[src/common/screenDraw_cfg.svh]
`ifndef SCREEN_DRAW_CFG_SVH
`define SCREEN_DRAW_CFG_SVH

// Visible screen size in pixels
`define SCREEN_W 160
`define SCREEN_H 120

// Coordinate widths, wide enough for the screen size
`define X_BITS 8
`define Y_BITS 7

// Log2 of the tile edge, so tiles are 4x4
`define TILE_BITS 2

// Colour depth for the VGA adapter
`define COLOUR_BITS 3

// Three titles plus two animation frames
`define IMAGE_COUNT 5

// Clocks between screen starts, longer than one unstalled scan
`define FRAME_TICK_CYCLES 24000

`endif

[src/logic/tiles.mem]
// One hex colour of 3 bits per line
// 16 lines per image, tile rows top to bottom, columns left to right
0
5
2
7
3
0
5
2
6
3
0
5
1
6
3
0
1
6
3
0
4
1
6
3
7
4
1
6
2
7
4
1
2
7
4
1
5
2
7
4
0
5
2
7
3
0
5
2
3
0
5
2
6
3
0
5
1
6
3
0
4
1
6
3
4
1
6
3
7
4
1
6
2
7
4
1
5
2
7
4

[src/common/screenPkg.sv]
`include "screenDraw_cfg.svh"

package screenPkg;

	// Coordinate view of a pixel address
	// y sits above x so the flat word counts in raster order
	typedef struct packed {
		logic [`Y_BITS-1:0] y;
		logic [`X_BITS-1:0] x;
	} pixelCoordT;

	// Same 15 bits read as one word or as coordinates
	// Flat view for origin and end checks
	typedef union packed {
		logic [`Y_BITS+`X_BITS-1:0] flat;
		pixelCoordT coord;
	} pixelAddrT;

	// Images held in the tile memory, in ROM order
	typedef enum logic [2:0] {
		title1,
		title2,
		title3,
		catDog1,
		catDog2
	} imageT;

	// Sequencer states
	// load is a single cycle, draw covers the scan, hold waits for the tick
	typedef enum logic [1:0] {
		load,
		draw,
		hold
	} seqStateT;

endpackage

[src/logic/frameTicker.sv]
`include "screenDraw_cfg.svh"

module frameTicker (
	input  logic clk,
	input  logic reset,
	input  logic scanStart,
	output logic frameDue
);

	localparam int countBits = $clog2(`FRAME_TICK_CYCLES);

	// Counter is zero one cycle after scanStart, so flag on N-2
	localparam logic [countBits-1:0] tickLast = countBits'(`FRAME_TICK_CYCLES - 2);

	// Cycles since the last screen start
	logic [countBits-1:0] count;

	always_ff @(posedge clk) begin
		if (reset) begin
			count <= '0;
			frameDue <= 1'b0;
		end else if (scanStart) begin
			// New screen, start timing again
			count <= '0;
			frameDue <= 1'b0;
		end else if (!frameDue) begin
			// Stops counting once due, flag sticks until next start
			count <= count + 1'b1;
			if (count == tickLast) begin
				frameDue <= 1'b1;
			end
		end
	end

endmodule

[src/logic/tileRom.sv]
`include "screenDraw_cfg.svh"

module tileRom (
	input  screenPkg::imageT imageSel,
	input  screenPkg::pixelAddrT pixelAddr,
	output logic [`COLOUR_BITS-1:0] colour
);

	// Cells in one tile and entries over all images
	localparam int tileCells = 1 << (2 * `TILE_BITS);
	localparam int romDepth = `IMAGE_COUNT * tileCells;
	localparam int indexBits = $bits(screenPkg::imageT) + 2 * `TILE_BITS;

	// One tile of colours per image
	logic [`COLOUR_BITS-1:0] rom [romDepth];

	// Image, then row in tile, then column in tile
	logic [indexBits-1:0] index;

	initial begin
		$readmemh("/design/src/logic/tiles.mem", rom);
	end

	// Low coordinate bits repeat the tile across the screen
	assign index = {imageSel,
		pixelAddr.coord.y[`TILE_BITS-1:0],
		pixelAddr.coord.x[`TILE_BITS-1:0]};

	// No clock, colour follows the address
	assign colour = rom[index];

endmodule

[src/logic/titleScreenTop.sv]
`include "screenDraw_cfg.svh"

module titleScreenTop (
	input  logic clk,
	input  logic reset,
	input  logic userCont,
	input  logic plotReady,
	output logic plot,
	output logic [`X_BITS-1:0] plotX,
	output logic [`Y_BITS-1:0] plotY,
	output logic [`COLOUR_BITS-1:0] plotColour
);

	// Sequencer to scanner and ticker
	logic scanStart;

	// Scanner back to sequencer
	logic scanDone;

	// Ticker to sequencer
	logic frameDue;

	// Image choice for the ROM
	screenPkg::imageT imageSel;

	// Current raster position
	screenPkg::pixelAddrT pixelAddr;

	// Orders the screens
	screenSequencer seq0 (
		.clk(clk),
		.reset(reset),
		.userCont(userCont),
		.scanDone(scanDone),
		.frameDue(frameDue),
		.scanStart(scanStart),
		.imageSel(imageSel)
	);

	// Times the gap between screen starts
	frameTicker ticker0 (
		.clk(clk),
		.reset(reset),
		.scanStart(scanStart),
		.frameDue(frameDue)
	);

	// Walks the screen and hands pixels out
	pixelScanner scan0 (
		.clk(clk),
		.reset(reset),
		.scanStart(scanStart),
		.plotReady(plotReady),
		.plot(plot),
		.pixelAddr(pixelAddr),
		.scanDone(scanDone)
	);

	// Colour lookup, straight to the output
	tileRom rom0 (
		.imageSel(imageSel),
		.pixelAddr(pixelAddr),
		.colour(plotColour)
	);

	// Coordinates out to the VGA adapter
	assign plotX = pixelAddr.coord.x;
	assign plotY = pixelAddr.coord.y;

endmodule

[src/scanner/pixelScanner.sv]
`include "screenDraw_cfg.svh"

module pixelScanner (
	input  logic clk,
	input  logic reset,
	input  logic scanStart,
	input  logic plotReady,
	output logic plot,
	output screenPkg::pixelAddrT pixelAddr,
	output logic scanDone
);

	// Last column and row of the screen
	localparam logic [`X_BITS-1:0] xLast = `X_BITS'(`SCREEN_W - 1);
	localparam logic [`Y_BITS-1:0] yLast = `Y_BITS'(`SCREEN_H - 1);

	// Bottom right pixel as one flat word
	localparam logic [`Y_BITS+`X_BITS-1:0] addrLast = {yLast, xLast};

	// Raster position, x and y counters in one word
	screenPkg::pixelAddrT addr;

	// Set for the whole scan
	logic active;

	// Pixel taken by the adapter this cycle
	logic accept;

	assign accept = active && plotReady;

	always_ff @(posedge clk) begin
		if (reset) begin
			addr.flat <= '0;
			active <= 1'b0;
			scanDone <= 1'b0;
		end else if (scanStart) begin
			// Restart at the origin, even in mid scan
			addr.flat <= '0;
			active <= 1'b1;
			scanDone <= 1'b0;
		end else begin
			scanDone <= 1'b0;
			// Counters move only on handshake
			if (accept) begin
				if (addr.flat == addrLast) begin
					// Final pixel gone, plot drops as done pulses
					active <= 1'b0;
					scanDone <= 1'b1;
				end else if (addr.coord.x == xLast) begin
					// End of row
					addr.coord.x <= '0;
					addr.coord.y <= addr.coord.y + 1'b1;
				end else begin
					addr.coord.x <= addr.coord.x + 1'b1;
				end
			end
		end
	end

	// Valid while active, address held while stalled
	// Low in the load cycle of an aborted scan, the image has already moved on
	assign plot = active && !scanStart;
	assign pixelAddr = addr;

endmodule

[src/sequencer/screenSequencer.sv]
module screenSequencer (
	input  logic clk,
	input  logic reset,
	input  logic userCont,
	input  logic scanDone,
	input  logic frameDue,
	output logic scanStart,
	output screenPkg::imageT imageSel
);

	// Current state and the image being drawn
	screenPkg::seqStateT state;
	screenPkg::seqStateT nextState;
	screenPkg::imageT image;
	screenPkg::imageT nextImage;

	// High while one of the three title screens is up
	logic onTitle;

	// Continue press that actually counts
	logic contJump;

	// Successor of an image when its frame tick comes due
	function automatic screenPkg::imageT advanceImage(input screenPkg::imageT img);
		screenPkg::imageT result;
		case (img)
			screenPkg::title1: result = screenPkg::title2;
			screenPkg::title2: result = screenPkg::title3;
			screenPkg::title3: result = screenPkg::title1;
			// Animation just flips between its two frames
			screenPkg::catDog1: result = screenPkg::catDog2;
			screenPkg::catDog2: result = screenPkg::catDog1;
			default: result = screenPkg::title1;
		endcase
		return result;
	endfunction

	assign onTitle = (image == screenPkg::title1) ||
		(image == screenPkg::title2) ||
		(image == screenPkg::title3);

	// Only honoured in draw or hold, never during the load cycle
	assign contJump = userCont && onTitle && (state != screenPkg::load);

	always_comb begin
		nextState = state;
		nextImage = image;
		case (state)
			screenPkg::load: begin
				// One cycle only, scan starts now
				nextState = screenPkg::draw;
			end
			screenPkg::draw: begin
				if (contJump) begin
					// Abort the scan and restart with the animation
					nextState = screenPkg::load;
					nextImage = screenPkg::catDog1;
				end else if (scanDone) begin
					// Always at least one cycle of hold
					nextState = screenPkg::hold;
				end
			end
			screenPkg::hold: begin
				if (contJump) begin
					nextState = screenPkg::load;
					nextImage = screenPkg::catDog1;
				end else if (frameDue) begin
					nextState = screenPkg::load;
					nextImage = advanceImage(image);
				end
			end
			default: begin
				// Recover through a fresh load
				nextState = screenPkg::load;
			end
		endcase
	end

	always_ff @(posedge clk) begin
		if (reset) begin
			// First load right after reset, on title1
			state <= screenPkg::load;
			image <= screenPkg::title1;
		end else begin
			state <= nextState;
			image <= nextImage;
		end
	end

	// Decoded straight from the state
	assign scanStart = (state == screenPkg::load);

	// ROM follows the image register
	assign imageSel = image;

endmodule

[config.mk]
export PLATFORM = sky130hd
export DESIGN_NAME = titleScreenTop
export DESIGN_NICKNAME = d
export VERILOG_FILES = /design/src/common/screenPkg.sv /design/src/logic/frameTicker.sv /design/src/logic/tileRom.sv /design/src/logic/titleScreenTop.sv /design/src/scanner/pixelScanner.sv /design/src/sequencer/screenSequencer.sv
export VERILOG_INCLUDE_DIRS = /design/src /design/src/common
export SDC_FILE = /design/constraint.sdc
export NUM_CORES = 1
export LEC_CHECK = 0
export ABC_AREA = 0
export ABC_CLOCK_PERIOD_IN_PS = 1700
export BUFFER_PORTS_ARGS = -buffer_cell sky130_fd_sc_hd__buf_2
export CAP_MARGIN = 40
export CELL_PAD_IN_SITES_DETAIL_PLACEMENT = 1
export CELL_PAD_IN_SITES_GLOBAL_PLACEMENT = 2
export CORE_ASPECT_RATIO = 1.4
export CORE_MARGIN = 5
export CORE_UTILIZATION = 31
export DETAILED_ROUTE_END_ITERATION = 16
export GPL_ROUTABILITY_DRIVEN = 0
export PLACE_DENSITY = 0.75
export RECOVER_POWER = 50
export SETUP_SLACK_MARGIN = 0.4
export SYNTH_ARGS = -nofsm -noshare
export SYNTH_HDL_FRONTEND = slang
export SYNTH_SLANG_ARGS = --single-unit
[constraint.sdc]
create_clock -name clk -period 1.7 [get_ports clk]
set_clock_uncertainty 0.1 [all_clocks]
set_input_delay 0 -clock clk [delete_from_list [all_inputs] [get_ports clk]]
set_output_delay 0 -clock clk [all_outputs]
set_load 0.01 [all_outputs]
==> metrics.txt <==
status complete, no violations; R2R depth 6; Area growth syn-to-layout 62.1%; WP data required 1.82 ns; NetSw between 500 and 600 uW; #FFs+latches synth 38; final setup fails 0; FMAX roughly 0.6 GHz; proportion of synthesized area in mux cells 1.03%; Worst setup SP type register; drt first-iter violations a little over 60; syn_area_per_cell 8.49 sq um; top-count cell post-synth dfxtp_1; GRT Total Usage between 10% and 20%; die height just over 100 microns; clk sinks 38; Final Routed Wirelength just under 7000 microns; worst-path fanout max 5; number of flops mapped to enable cells by yosys 0; Gate Count Post-Synth 229; Clk network pwr share 39.2%; warnings from Yosys 0; fin crit period 1.67 ns; DR vias 1992; sequential area share after synthesis a little under 40%; max_cap viols 0; WP data arrival 1.79 ns; H-tree levels 2; Initial Util 31.5%; vias in the first global route 2134; dominant synthesized flop cell dfxtp_1; # IOs 23; clock root cell clkbuf_8; Comb pwr share 14.8%; post-route ant nets 0; Max clock buf depth 2; num rows 34; R2R Setup Slk 0.03 ns; Simple-Gate Fraction of Synth Area 28.2%; Final Max Tran Viols 0; Fin Hold WS 0.113 ns; Distinct cells, synth 46; reg2reg start scan0.pixelAddr[1]; cts bufs inserted 5; Die ar. between 7000 and 8000 sq um; critical setup path kind register to register; number of diodes 0; Async SR Flop Fraction 0%; adder-cell area share of the yosys netlist 5.15%; core footprint 6170 sq um; Max IR drop VDD 489 uV; PwrDens 636 nW/um^2; share of layout cells above drive strength 1 between 50% and 60%; first-pass GRT wire length between 10000 and 15000 microns; Residual DRC 0; R2R Path End scan0.pixelAddr[8]; Leak 1.16 nW; final net count about 310; Port-buffer cells 19; die width a little under 80 microns; wire per inst 18.3 microns; Overflow after GRT 0; fin crit share 98.3%; Worst setup EP type register; Final Hold Viols 0; Seq pwr share 46.0%; Util after Layout a little over 50%; dpl hpwl 3820 microns; Synth top area share about two fifths; worst setup path endpoint scan0.pixelAddr[8]; largest net degree at the start of global routing 13; vias per inst 5.33; Hold Path Class input port to register; clk_lat worst skew 0.30 ns; largest family of logic cells by synthesized area simple AND/OR/NAND/NOR gates; Pre-Repair DR Iteration Count 4; initial antenna violation count 0; post-synth top area cell dfxtp_1; Syn Std Cell Area between 1500 and 2000 sq um; largest cells by area after synthesis dfxtp_1 39%, a21oi_1 5.4%, ha_1 5.1%; Critical Path Source scan0.pixelAddr[1]; Post-synth top cells 38 x dfxtp_1, 22 x nor2_1, 21 x a21oi_1; XOR/XNOR share of the synthesized area just under 7%; TritonCTS clock tree yes; P_int 1.47 mW; unrepaired setup endpoints after global routing yes; clock-pin slew on the worst setup and hold paths 0.08 ns; post-synthesis compound-gate area fraction 14.2%; Sw Ratio 26.8%
==> worst max-delay path, stage by stage (launching register included) <==
cell      delay (ns)
dfxtp_4         0.37
ha_4            0.13
and4bb_4        0.27
nand3_4         0.10
buf_6           0.15
or3_4           0.32
a21oi_2         0.14
==> flip-flops by register name, indices dropped and copies added, names as in the netlist <==
signal,cells
seq0.imageSel,3
scan0.scanDone,1
seq0.state,2
ticker0.frameDue,1
scan0.active,1
scan0.pixelAddr,15
ticker0.count,15
==> kinds of logic (layout without fill, tap and decap cells) <==
kind of cell    Yosys count  in the layout
compound gates           47             47
xor+xnor                 15             15
other cells               1              3
flops                    38             38
buf+inv                  22             90
simple gates             96             99
mux                       2              2
fa+ha+maj                 8              8
==> repair_timing <==
item                                    CTS  global route
gates cloned                              3             0
endpoints found under the setup margin   33            39
buffers inserted                         22            10
pin swaps                                34            39
gates resized for setup                  52            52
hold endpoints to repair                  6             0
hold buffers                              2             0
==> layout by cell type (no fill, tap or decap), types with 4 or more instances in the layout <==
master	n
inv_1	8
buf_6	17
dfxtp_2	6
dfxtp_1	24
buf_2	17
xnor2_1	9
nor2_1	17
nand3_4	4
or3_1	4
nand4_1	8
or2_4	4
a21oi_2	10
nor3_2	5
nand2_1	7
a21oi_1	11
ha_4	6
nand3_1	6
buf_4	29
clkbuf_8	5
o21ai_2	5
or4_1	4
dfxtp_4	8
clkbuf_1	7
o21ai_0	8
nor2_2	4
==> through the flow <==
step / area, sq um / power, mW / TNS, ns / std cells / worst slack [ns]
after floorplan: 2100 / 1.08 / 0 / 231 / 0.0190
after global placement: 2330 / 1.12 / 0 / 329 / 0.0624
after detailed placement: 2330 / 1.12 / 0 / 329 / 0.0147
after CTS: 2880 / 1.98 / 0 / 364 / 0.0679
after global routing: 3150 / 2.08 / -0.0950 / 374 / -0.0369
final: 3150 / 2.00 / 0 / 374 / 0.0295
==> worst min-delay path by stage <==
stage / startpoint / to / slack [ns] / cells after the start
floorplan: plotReady / scan0.active / 0.14 / 3
detailed placement: reset / seq0.imageSel[2] / 0.20 / 2
CTS: userCont / seq0.state[1] / 0.05 / 4
global placement: reset / seq0.imageSel[2] / 0.19 / 2
global route: userCont / seq0.state[1] / 0.12 / 4
finish: userCont / seq0.state[1] / 0.11 / 4
==> cell type report <==
class                           instances  area, sq um
Fill cell                             687         3020
Multi-Input combinational cell        174         1570
Sequential cell                        38          798
Timing Repair Buffer                   72          541
Tap cell                               72         90.1
Clock buffer                            5         68.8
Inverter                               10         42.5
Clock inverter                          3         40.0
==> routing by layer <==
metal / global-route usage, % / share of wire, % / vias to the layer above
li1: - / - / 959
met1: 17.8 / 38 / 998
met2: 30.8 / 58 / 21
met3: 2.69 / 1.6 / 14
met4: 6.50 / 1.8 / 0
met5: 0 / 0 / -
==> power groups by stage <==
stage | clock, mW | sequential (mW) | combinational [mW]
detailed placement | 0 | 0.946 | 0.171
finish | 0.785 | 0.922 | 0.297
global placement | 0 | 0.946 | 0.171
CTS | 0.804 | 0.922 | 0.257
floorplan | 0 | 0.944 | 0.135
global route | 0.837 | 0.925 | 0.320
Power figures use the tool's default switching activity.
